File: src/include/g729_settings.svh
`ifndef G729_SETTINGS_SVH
`define G729_SETTINGS_SVH

////////////////////////////////////////////////////////////////////////////
// Subframe loop
////////////////////////////////////////////////////////////////////////////

`define G729_SUBFRAMES 2 // Subframes per frame
`define G729_GAMMA_STEPS 2 // Gamma index advances per subframe

////////////////////////////////////////////////////////////////////////////
// Frame pacing
////////////////////////////////////////////////////////////////////////////

`define G729_FRAMES_PER_ANALYSIS 2 // Input frames per analysis run
`define G729_PACE_WIDTH 2 // Holds 0 to ratio - 1

////////////////////////////////////////////////////////////////////////////
// Widths
////////////////////////////////////////////////////////////////////////////

`define G729_MUX_WIDTH 6 // Math unit multiplexer select
`define G729_STEP_WIDTH 6 // Sequencer step encoding

`endif

File: src/hdl/g729Pkg.sv
`include "g729_settings.svh"

package g729Pkg;

	// Engine steps run in enum order, so an engine step's successor is step + 1
	typedef enum logic [`G729_STEP_WIDTH-1:0]
	{
		stepIdle,
		stepWaitAnalysis,
		stepAutocorr, stepLag, stepLevinson, stepAz, stepQuaLsp, // LPC analysis
		stepIntLpc, stepIntQlpc, stepMath1, stepPercVar,
		stepWeightAz1, stepWeightAz2, stepResidu1, stepSynFilt1, // Whole frame passes
		stepWeightAz3, stepWeightAz4, stepResidu2, stepSynFilt2,
		stepPitchOl, stepMath2,
		stepLoopTest, // Subframe loop head
		stepWeightAz5, stepWeightAz6, stepMath3,
		stepSynFilt3, stepSynFilt4, stepResidu3, stepSynFilt5, stepResidu4, stepSynFilt6,
		stepPitchFr3, stepEncLag3, stepLoadAnalysis, stepCheckParity,
		stepParityPitch, stepPredLt3, stepConvolve, stepGPitch,
		stepLoopNext,
		stepFrameEnd
	} step_t;

	// One bit per analysis engine, used for start and done alike
	typedef struct packed
	{
		logic autocorr;
		logic lag;
		logic levinson;
		logic az;
		logic quaLsp;
		logic intLpc;
		logic intQlpc;
		logic math1;
		logic percVar;
		logic weightAz;
		logic residu;
		logic synFilt;
		logic pitchOl;
		logic math2;
		logic math3;
		logic pitchFr3;
		logic encLag3;
		logic parityPitch;
		logic predLt3;
		logic convolve;
		logic gPitch;
	} engines_t;

	// Parameter register strobes, load or clear
	typedef struct packed
	{
		logic tOp;
		logic t0;
		logic t0Min;
		logic t0Max;
		logic t0Frac;
		logic gainPit;
		logic index;
		logic aAddr;
		logic aqAddr;
		logic iSubfr; // Internal indexer only
		logic iGamma; // Internal indexer only
	} regStrobes_t;

	typedef logic subframe_t;
	typedef logic [1:0] gamma_t;
	typedef logic [`G729_PACE_WIDTH-1:0] paceCount_t;
	typedef logic [`G729_MUX_WIDTH-1:0] muxSel_t;

	// Index strobes stay inside the sequencer
	function automatic regStrobes_t externalStrobes(input regStrobes_t strobes);
		regStrobes_t result;
		result = strobes;
		result.iSubfr = 1'b0;
		result.iGamma = 1'b0;
		return result;
	endfunction

endpackage

File: src/hdl/framePacer.sv
`include "g729_settings.svh"

module framePacer import g729Pkg::*;
(
	input logic clock,
	input logic reset,
	input logic start,
	input logic frameDone,
	output logic analysisReady
);

	logic armed;
	paceCount_t frameCount;
	logic lastFrame;

	assign lastFrame = (frameCount == paceCount_t'(`G729_FRAMES_PER_ANALYSIS - 1));

	always_ff @(posedge clock)
	begin
		if (reset)
		begin
			armed <= 1'b0;
			frameCount <= '0;
			analysisReady <= 1'b0;
		end
		else
		begin
			analysisReady <= 1'b0; // Single cycle pulse
			if (start)
				armed <= 1'b1; // Stays armed until reset
			if (armed && frameDone)
			begin
				if (lastFrame)
				begin
					frameCount <= '0;
					analysisReady <= 1'b1;
				end
				else
					frameCount <= frameCount + 1'b1;
			end
		end
	end

	assert property (@(posedge clock) disable iff (reset)
		frameCount < paceCount_t'(`G729_FRAMES_PER_ANALYSIS));

endmodule

File: src/hdl/g729Sequencer.sv
`include "g729_settings.svh"

module g729Sequencer import g729Pkg::*;
(
	input logic clock,
	input logic reset,
	input logic start,
	input logic divErr,
	input logic frameDone,
	input engines_t engineDone,
	output engines_t engineStart,
	output muxSel_t mathMuxSel,
	output regStrobes_t regLoad,
	output regStrobes_t regClear,
	output subframe_t subframe,
	output gamma_t gamma,
	output logic frameComplete
);

	logic analysisReady;
	step_t step;
	engines_t stepEngine;
	regStrobes_t loadInternal;
	regStrobes_t clearInternal;

	framePacer framePacer_i
	(
		.clock(clock),
		.reset(reset),
		.start(start),
		.frameDone(frameDone),
		.analysisReady(analysisReady)
	);

	stepDecoder stepDecoder_i
	(
		.step(step),
		.stepEngine(stepEngine),
		.mathMuxSel(mathMuxSel)
	);

	stepController stepController_i
	(
		.clock(clock),
		.reset(reset),
		.start(start),
		.divErr(divErr),
		.analysisReady(analysisReady),
		.engineDone(engineDone),
		.stepEngine(stepEngine),
		.subframe(subframe),
		.step(step),
		.engineStart(engineStart),
		.regLoad(loadInternal),
		.regClear(clearInternal),
		.frameComplete(frameComplete)
	);

	subframeIndexer subframeIndexer_i
	(
		.clock(clock),
		.reset(reset),
		.clearSubframe(clearInternal.iSubfr),
		.advanceSubframe(loadInternal.iSubfr),
		.clearGamma(clearInternal.iGamma),
		.advanceGamma(loadInternal.iGamma),
		.subframe(subframe),
		.gamma(gamma)
	);

	assign regLoad = externalStrobes(loadInternal); // Index bits stay inside
	assign regClear = externalStrobes(clearInternal);

endmodule

File: src/hdl/stepController.sv
`include "g729_settings.svh"

module stepController import g729Pkg::*;
(
	input logic clock,
	input logic reset,
	input logic start,
	input logic divErr,
	input logic analysisReady,
	input engines_t engineDone,
	input engines_t stepEngine,
	input subframe_t subframe,
	output step_t step,
	output engines_t engineStart,
	output regStrobes_t regLoad,
	output regStrobes_t regClear,
	output logic frameComplete
);

	step_t stepNext;
	logic startIssued; // Engine of this step already started
	logic stepDone;
	logic lastSubframe;
	logic loopFinished; // Last subframe has finished its pitch gain

	assign stepDone = |(engineDone & stepEngine); // Other engines' done bits ignored
	assign lastSubframe = (subframe == subframe_t'(`G729_SUBFRAMES - 1));
	assign frameComplete = (step == stepFrameEnd);
	assign engineStart = startIssued ? engines_t'('0) : stepEngine;

	////////////////////////////////////////////////////////////////////////////
	// Next step and register strobes
	////////////////////////////////////////////////////////////////////////////
	always_comb
	begin
		stepNext = step;
		regLoad = '0;
		regClear = '0;

		case (step)
			stepIdle:
			begin
				regClear = '1; // Parameter registers held clear while idle
				if (start)
					stepNext = stepWaitAnalysis;
			end
			stepWaitAnalysis:
				if (analysisReady)
					stepNext = stepAutocorr;
			stepLoopTest:
			begin
				if (loopFinished)
				begin
					regClear.iSubfr = 1'b1;
					regClear.iGamma = 1'b1;
					stepNext = stepFrameEnd;
				end
				else
					stepNext = stepWeightAz5;
			end
			stepLoadAnalysis:
				stepNext = stepCheckParity;
			stepCheckParity:
				stepNext = (subframe == '0) ? stepParityPitch : stepPredLt3;
			stepLoopNext:
			begin
				regLoad.aAddr = 1'b1; // Next subframe's filter coefficients
				regLoad.aqAddr = 1'b1;
				stepNext = stepLoopTest;
			end
			stepFrameEnd:
				stepNext = stepIdle;
			default:
				if (stepDone)
					stepNext = step_t'(step + 1'b1); // Chain follows enum order
		endcase

		// Strobes fired as an engine step exits
		if (stepDone)
		begin
			case (step)
				stepPitchOl:
					regLoad.tOp = 1'b1;
				stepMath2:
				begin
					regLoad.t0Min = 1'b1;
					regLoad.t0Max = 1'b1;
					regLoad.aAddr = 1'b1;
					regLoad.aqAddr = 1'b1;
					regClear.iGamma = 1'b1;
				end
				stepMath3:
					regLoad.iGamma = 1'b1;
				stepPitchFr3:
				begin
					regLoad.t0 = 1'b1;
					regLoad.t0Frac = 1'b1;
				end
				stepEncLag3:
				begin
					regLoad.index = 1'b1;
					regLoad.t0Min = 1'b1;
					regLoad.t0Max = 1'b1;
				end
				stepGPitch:
				begin
					regLoad.gainPit = 1'b1;
					regLoad.iSubfr = !lastSubframe; // Index stops at the last subframe
				end
				default:
					regLoad.tOp = 1'b0;
			endcase
		end

		if (divErr)
			stepNext = stepIdle; // Abort from any step
	end

	always_ff @(posedge clock)
	begin
		if (reset)
		begin
			step <= stepIdle;
			startIssued <= 1'b0;
			loopFinished <= 1'b0;
		end
		else
		begin
			step <= stepNext;
			startIssued <= (stepNext == step); // Rearms on every step change
			if (step == stepIdle)
				loopFinished <= 1'b0;
			else if (stepDone && step == stepGPitch && lastSubframe)
				loopFinished <= 1'b1;
		end
	end

	assert property (@(posedge clock) disable iff (reset) $onehot0(engineStart));

	// Frame end only follows the loop test of a finished loop
	assert property (@(posedge clock) disable iff (reset)
		frameComplete |-> $past(step) == stepLoopTest && $past(loopFinished));

endmodule

File: src/hdl/stepDecoder.sv
`include "g729_settings.svh"

module stepDecoder import g729Pkg::*;
(
	input step_t step,
	output engines_t stepEngine,
	output muxSel_t mathMuxSel
);

	always_comb
	begin
		stepEngine = '0; // Control steps call no engine
		mathMuxSel = '0;

		////////////////////////////////////////////////////////////////////////////
		// Engine called by each step
		////////////////////////////////////////////////////////////////////////////
		case (step)
			stepAutocorr : stepEngine.autocorr = 1'b1;
			stepLag : stepEngine.lag = 1'b1;
			stepLevinson : stepEngine.levinson = 1'b1;
			stepAz : stepEngine.az = 1'b1;
			stepQuaLsp : stepEngine.quaLsp = 1'b1;
			stepIntLpc : stepEngine.intLpc = 1'b1;
			stepIntQlpc : stepEngine.intQlpc = 1'b1;
			stepMath1 : stepEngine.math1 = 1'b1;
			stepPercVar : stepEngine.percVar = 1'b1;
			stepWeightAz1, stepWeightAz2, stepWeightAz3, stepWeightAz4,
			stepWeightAz5, stepWeightAz6 : stepEngine.weightAz = 1'b1;
			stepResidu1, stepResidu2, stepResidu3, stepResidu4 : stepEngine.residu = 1'b1;
			stepSynFilt1, stepSynFilt2, stepSynFilt3, stepSynFilt4,
			stepSynFilt5, stepSynFilt6 : stepEngine.synFilt = 1'b1;
			stepPitchOl : stepEngine.pitchOl = 1'b1;
			stepMath2 : stepEngine.math2 = 1'b1;
			stepMath3 : stepEngine.math3 = 1'b1;
			stepPitchFr3 : stepEngine.pitchFr3 = 1'b1;
			stepEncLag3 : stepEngine.encLag3 = 1'b1;
			stepParityPitch : stepEngine.parityPitch = 1'b1;
			stepPredLt3 : stepEngine.predLt3 = 1'b1;
			stepConvolve : stepEngine.convolve = 1'b1;
			stepGPitch : stepEngine.gPitch = 1'b1;
			default : stepEngine = '0;
		endcase

		////////////////////////////////////////////////////////////////////////////
		// Math unit operand routing
		////////////////////////////////////////////////////////////////////////////
		case (step)
			stepAutocorr : mathMuxSel = muxSel_t'(0);
			stepLag : mathMuxSel = muxSel_t'(1);
			stepLevinson : mathMuxSel = muxSel_t'(2);
			stepAz : mathMuxSel = muxSel_t'(3);
			stepQuaLsp : mathMuxSel = muxSel_t'(4);
			stepIntLpc : mathMuxSel = muxSel_t'(5);
			stepIntQlpc : mathMuxSel = muxSel_t'(6);
			stepMath1 : mathMuxSel = muxSel_t'(7);
			stepPercVar : mathMuxSel = muxSel_t'(8);
			stepWeightAz1 : mathMuxSel = muxSel_t'(9);
			stepWeightAz2 : mathMuxSel = muxSel_t'(10);
			stepResidu1 : mathMuxSel = muxSel_t'(11);
			stepSynFilt1 : mathMuxSel = muxSel_t'(12);
			stepWeightAz3 : mathMuxSel = muxSel_t'(13);
			stepWeightAz4 : mathMuxSel = muxSel_t'(14);
			stepResidu2 : mathMuxSel = muxSel_t'(15);
			stepSynFilt2 : mathMuxSel = muxSel_t'(16);
			stepPitchOl : mathMuxSel = muxSel_t'(17);
			stepMath2 : mathMuxSel = muxSel_t'(18);
			stepWeightAz5 : mathMuxSel = muxSel_t'(19);
			stepWeightAz6 : mathMuxSel = muxSel_t'(20);
			stepMath3 : mathMuxSel = muxSel_t'(21);
			stepSynFilt3 : mathMuxSel = muxSel_t'(22);
			stepSynFilt4 : mathMuxSel = muxSel_t'(23);
			stepResidu3 : mathMuxSel = muxSel_t'(24);
			stepSynFilt5 : mathMuxSel = muxSel_t'(25);
			stepResidu4 : mathMuxSel = muxSel_t'(26);
			stepSynFilt6 : mathMuxSel = muxSel_t'(27);
			stepPitchFr3 : mathMuxSel = muxSel_t'(28);
			stepEncLag3 : mathMuxSel = muxSel_t'(29);
			stepLoadAnalysis : mathMuxSel = muxSel_t'(30); // Analysis buffer load
			stepParityPitch : mathMuxSel = muxSel_t'(31);
			stepPredLt3 : mathMuxSel = muxSel_t'(32);
			stepConvolve : mathMuxSel = muxSel_t'(33);
			stepGPitch : mathMuxSel = muxSel_t'(34);
			default : mathMuxSel = '0;
		endcase
	end

endmodule

File: src/hdl/subframeIndexer.sv
`include "g729_settings.svh"

module subframeIndexer import g729Pkg::*;
(
	input logic clock,
	input logic reset,
	input logic clearSubframe,
	input logic advanceSubframe,
	input logic clearGamma,
	input logic advanceGamma,
	output subframe_t subframe,
	output gamma_t gamma
);

	localparam subframe_t subframeLast = subframe_t'(`G729_SUBFRAMES - 1);
	localparam gamma_t gammaLast = gamma_t'(`G729_SUBFRAMES * `G729_GAMMA_STEPS - 1);

	always_ff @(posedge clock)
	begin
		if (reset)
		begin
			subframe <= '0;
			gamma <= '0;
		end
		else
		begin
			if (clearSubframe)
				subframe <= '0; // Clear wins
			else if (advanceSubframe)
				subframe <= subframe + 1'b1;

			if (clearGamma)
				gamma <= '0;
			else if (advanceGamma)
				gamma <= gamma + 1'b1;
		end
	end

	// The controller must never step an index past its last value
	assert property (@(posedge clock) disable iff (reset)
		advanceSubframe && !clearSubframe |-> subframe != subframeLast);

	assert property (@(posedge clock) disable iff (reset)
		advanceGamma && !clearGamma |-> gamma != gammaLast);

endmodule

File: config.mk
export PLATFORM = sky130hd
export DESIGN_NAME = g729Sequencer
export DESIGN_NICKNAME = d
export VERILOG_FILES = /design/src/hdl/g729Pkg.sv /design/src/hdl/framePacer.sv /design/src/hdl/g729Sequencer.sv /design/src/hdl/stepController.sv /design/src/hdl/stepDecoder.sv /design/src/hdl/subframeIndexer.sv
export VERILOG_INCLUDE_DIRS = /design/src /design/src/include
export SDC_FILE = /design/constraint.sdc
export NUM_CORES = 1
export LEC_CHECK = 0
export BUFFER_PORTS_ARGS = -buffer_cell sky130_fd_sc_hd__buf_4
export CORE_ASPECT_RATIO = 0.8
export CORE_MARGIN = 1
export CORE_UTILIZATION = 52
export CTS_CLUSTER_SIZE = 20
export DETAILED_ROUTE_END_ITERATION = 10
export GPL_ROUTABILITY_DRIVEN = 0
export PLACE_DENSITY = 0.82
export SYNTH_ARGS = -nofsm -noshare
export SYNTH_HDL_FRONTEND = slang
export SYNTH_SLANG_ARGS = --single-unit
File: constraint.sdc
create_clock -name clock -period 4.25 [get_ports clock]
set_clock_uncertainty 0.05 [all_clocks]
set_input_delay 0.85 -clock clock [delete_from_list [all_inputs] [get_ports clock]]
set_output_delay 0.85 -clock clock [all_outputs]
set_load 0.03 [all_outputs]
# Yosys cells after proc, flatten, opt, wreduce, memory -nomap -nowiden
# Memories as Yosys holds them, arrays and structs flattened. A register that Yosys moved wholly into a read port is not among the register bits.
# Index checks and enable logic that the tools add are counted.
# word_totals
ff_bits	15
romBits	384
inputBits	26
output_inout_bits	53
elab_cells	113
n_memories	1
# classes
n_addsub	4
eq_ne	42
muxes	42
n_bitwise	2
n_reduce_logical	14
# mem_list
name	words	word_bits	read_ports	rd_clocked_by_memory_dff	wr	line_no	text
(name not given)	64	6	1	1	0	stepDecoder.sv:48	case (step)
# ops
cell	n
equality test 6 x 5 -> 1 bit (second input constant)	16
equality test 6 bit (second input constant)	9
equality test 6 x 4 -> 1 bit (second input constant)	8
one-hot mux 6 bit (7 select lines)	1
2-to-1 mux 6 bit	6
2-to-1 mux 1 bit	25
equality test 6 x 3 -> 1 bit (second input constant)	4
bitwise AND 21 bit	1
2-to-1 mux 21 bit	1
OR reduction 21 bit	1
equality test 6 x 2 -> 1 bit (second input constant)	2
OR reduction 6 bit	2
2-to-1 mux 11 bit	1
2-to-1 mux 2 bit	5
OR reduction 2 bit	5
2-to-1 mux 9 bit	1
adder 6 x 1 -> 6 bit (second input constant)	1
equality test 6 x 1 -> 1 bit (second input constant)	1
equality test 6 bit	1
logical NOT 6 bit	1
adder 2 x 1 -> 2 bit (second input constant)	2
one-hot mux 2 bit (2 select lines)	1
OR reduction 4 bit	1
logical AND 1 bit	3
5 further kinds	5

# Logic depth before layout (Yosys ltp)
# depth
depth_word	9
depth_mapped	16
mapped_depth_nobuf	14

# Cells and area by module
# Synthesis repeated with hierarchy kept, for this count alone.
# hier_totals
cells_unflattened	301
hier_area_um2	2217.1
# modules_own_cells
mod	instances	cells_each	area_each_um2	seq_area_each_um2
stepController	1	175	1290.0	160.2
stepDecoder	1	98	641.9	0.0
framePacer	1	12	132.6	80.1
subframeIndexer	1	11	118.9	60.1
g729Sequencer	1	5	33.8	0.0

# Least setup slack after synthesis
# No wires, ideal clock.
# synth_path
kind	reg-to-output
startpoint	reg stepController_i.step[0]
endpoint	out regLoad[8] (netlist name)
arrival_time_ps	3259
t_required_ps	3350
path_slack_ps	91
path_stages_with_launch	10
path_buffers	2
path_cell_list	dfxtp_1 > ha_1 > or3b_1 > buf_2 > nor2_1 > a21oi_1 > nor2_1 > nor2_1 > nor4b_1 > buf_4
# synth_lines
item	line_no	text
from (decl)	stepController.sv:13	output step_t step,
from (signal assigned)	stepController.sv:123	step <= stepIdle;
from (signal assigned)	stepController.sv:129	step <= stepNext;
to (decl)	g729Sequencer.sv:13	output regStrobes_t regLoad,

==> results.py <==
metrics = {
    "cells_and_area": {
        "post-route-util_pct": 67.9,
        "antenna_cells": 0,
        "nNetsFinal": 419,
        "design_area_sq_um": 2940,
        "drive_gt1_share_pct": 28.9,
        "synthToLayoutAreaGrowth_pct": 21.2,
        "final_common_cell": "buf_4",
        "most-common-layout-cells": "buf_4, nor2_1, nand2_1",
        "register_area_sq_um": 423,
        "multi_input_area_sq_um": 1690,
        "fillers": 405,
        "fin_cells": 441,
    },
    "placed_design": {
        "place.port_buffers": 74,
        "hpwlAfterDp_microns": 5560,
        "place_inst": 437,
        "placedInstanceArea_sq_um": 2890,
    },
    "logic_synthesis": {
        "synthCells": 332,
        "synth-async-reset-ratio_pct": 0,
        "seq_area_frac_synth_pct": 17.3,
        "synth_edf_count": 0,
        "ys_ff_latch": 21,
        "syn_area_sq_um": 2430,
        "synthDistinctLibCells": 77,
        "yosysWarnings": 0,
        "yosys_most_used_dff": "dfxtp_1",
        "syn_avg_cell_area_sq_um": 7.31,
    },
    "power": {
        "power_density_nw_per_um2": 157,
        "p_switching_mw": 0.147,
        "comb_power_share_pct": 25.9,
        "swShare_pct": 31.9,
        "p_int_mw": 0.314,
        "ir_drop_v": 0.000115,
        "clkPwrFrac_pct": 28.9,
        "leakagePower_nw": 1.26,
        "seqPwrFrac_pct": 45.3,
    },
    "routing": {
        "drt-wirelength-per-cell_microns": 16.5,
        "wl_met1_microns": 3220,
        "met2_length_microns": 3190,
        "vias": 2737,
        "antenna_left": 0,
        "drt-total-wl_microns": 7290,
        "vias_per_cell": 6.21,
        "drt-initial-drc-count": 290,
        "dr.pass1.iters": 5,
        "maxUsedRoutingLayer": "met4",
        "route.detailed.drc": 0,
        "route.met3.wl_microns": 808,
    },
    "timing": {
        "fin_crit_sh_pct": 95.6,
        "setup_violations": 0,
        "holdWs_ns": 0.383,
        "setup_tns_ns": 0,
        "finalCriticalPeriod_ns": 4.06,
        "maxSlewHeadroom_pct": 53.8,
        "slew_violations": 0,
        "rsz0062_at_grt": "true",
        "fmax_ghz": 0.246,
        "report.final.hold_viol_count": 0,
        "tightest_slew_ns": 0.692,
    },
    "clocking": {
        "cts_max_path_buffers": 2,
        "cts_max_level": 1,
        "numCtsBuffers": 3,
        "cts_hold_buffers": 0,
        "cts-root-buf": "clkbuf_8",
        "clkTransAtPathRegs_ns": 0.07,
        "cts_tree": "done",
        "insertion_delay_ns": 0.27,
        "clock_sinks": 21,
    },
    "die": {
        "ios": 79,
        "dieArea_sq_um": 4950,
        "core-area_sq_um": 4340,
        "core.rowCount": 21,
        "die_width_microns": 78.4,
        "die_y_microns": 63.1,
        "initial_core_util_pct": 56.0,
    },
    "grt": {
        "grt_pass1_wl_microns": 11700,
        "overflow": 0,
        "track_usage_pct": 29.6,
        "grt_start_max_net_pins": 23,
        "grt_pass1_vias": 2375,
        "antenna_found_initial": 0,
    },
    "worst_setup_path": {
        "path_cells": "inv_1 > ha_1 > mux2i_1 > a2bb2oi_1 > o32ai_1 > or3_1 > nor2_1 > nor4b_1 > buf_4",
        "required_ns": 3.35,
        "critPathLaunchType": "flip-flop",
        "crit_path_max_incr_delay_ns": 0.46,
        "crit_fanout": 11,
        "end_kind": "primary output",
        "critical_path_class": "flip-flop to primary output",
        "crit_slowest_cell": "ha_1",
        "cp_data_arrival_time_ns": 3.16,
    },
    "outcome": {
        "status": "finished, final reports clean",
    },
    "run": {
        "cap_violations": 0,
    },
    "min_path": {
        "hold_path.class": "flip-flop to flip-flop",
    },
}
critical path: cells and delay by family, from the launching register on:
family                   cells  cell delay, ns
AO/OA/AOI/OAI                2            0.55
AND/OR/NAND/NOR              3            0.95
multiplexers                 1            0.14
adder cells (fa/ha/maj)      1            0.46
flip-flops                   1            0.37
buffers and inverters        2            0.44
cell type report:
cell class              count  area share (%)
inverters                  18            2.30
clock inverters             1           0.170
flip-flops and latches     21            14.4
repair buffers             86            21.9
multi-input cells         255            57.4
well taps                  57            2.42
clock buffers               3            1.40
metrics by stage:
stage	worst slack (ns)	power, mW
after floorplan	0.0907	0.299
after global placement	0.351	0.328
after detailed placement	0.252	0.330
after CTS	0.176	0.461
after global routing	-0.0312	0.480
final	0.186	0.461
what timing repair did:
item	4_1_cts	5_1_grt
hold endpoints to repair	0	0
resized for setup	0	3
setup buffers	0	0
setup endpoints to repair	0	3
routing by layer:
metal / GRT usage [%] / up-vias
met4: 5.79 / 0
met5: 0 / -
met1: 42.3 / 1265
li1: - / 1286
met2: 44.5 / 176
met3: 7.68 / 10
cell families after synthesis:
logic type | after synthesis | share of synthesized area (%)
DFF | 21 | 17.3
AOI/OAI and AO/OA | 81 | 24.7
xor gates and xnor gates | 8 | 2.89
other | 1 | 0.154
buffers and inverters | 59 | 13.8
adders and majority gates | 8 | 4.12
and+or+nand+nor | 147 | 34.0
muxes | 7 | 2.99
cells in the mapped netlist (all sizes together), types with 2 or more instances:
library cell	instances	area, sq um
o32a	2	20.0
o22ai	2	12.5
and3	8	55.1
a21boi	2	15.0
inv	18	67.6
nor3b	7	52.6
a22oi	2	15.0
buf	32	231
o41ai	2	36.3
nand3b	2	15.0
o31a	3	26.3
or2	6	37.5
or4	2	18.8
a211oi	4	30.0
and4b	2	20.0
dfxtp	21	420
nand3	6	42.5
clkbuf	9	35.0
o31ai	3	22.5
xor2	3	26.3
nor3	14	80.1
nor4b	2	17.5
nand4	2	12.5
mux2	2	22.5
o21ai	18	105
a222oi	2	20.0
nor4	10	62.6
o21a	4	30.0
mux2i	5	50.1
a31oi	6	37.5
a21oi	14	70.1
ha	8	100
nand2	22	82.6
nor2b	7	43.8
nand2b	7	43.8
or3	4	30.0
or4b	2	20.0
xnor2	5	43.8
a32oi	3	26.3
nor2	38	143
or3b	3	26.3
power by group through the flow:
| stage | logic, mW | clock network (mW) | registers, mW |
|---|---|---|---|
| after floorplan | 0.0907 | 0 | 0.208 |
| after global placement | 0.115 | 0 | 0.213 |
| after detailed placement | 0.117 | 0 | 0.213 |
| after CTS | 0.118 | 0.135 | 0.208 |
| after global routing | 0.128 | 0.143 | 0.209 |
| final | 0.119 | 0.133 | 0.209 |
worst paths after layout:
kind | from | to | slack [ns] | cells past startpoint
min reg2reg | framePacer_i.frameCount[1] | framePacer_i.analysisReady | 0.38 | 1
max reg2reg | stepController_i.step[0] | stepDecoder_i.mathMuxSel[0] | 0.24 | 13
min | framePacer_i.frameCount[1] | framePacer_i.analysisReady | 0.38 | 1
max | stepController_i.step[1] | regLoad[7] | 0.19 | 9
sequential cells by signal, indices dropped and copies added, names as in the netlist:
signal,flops
subframeIndexer_i.subframe,1
framePacer_i.frameCount,2
framePacer_i.analysisReady,1
subframeIndexer_i.gamma,2
stepController_i.startIssued,1
framePacer_i.armed,1
stepDecoder_i.mathMuxSel,6
stepController_i.loopFinished,1
stepController_i.step,6
Power figures use the tool's default switching activity.
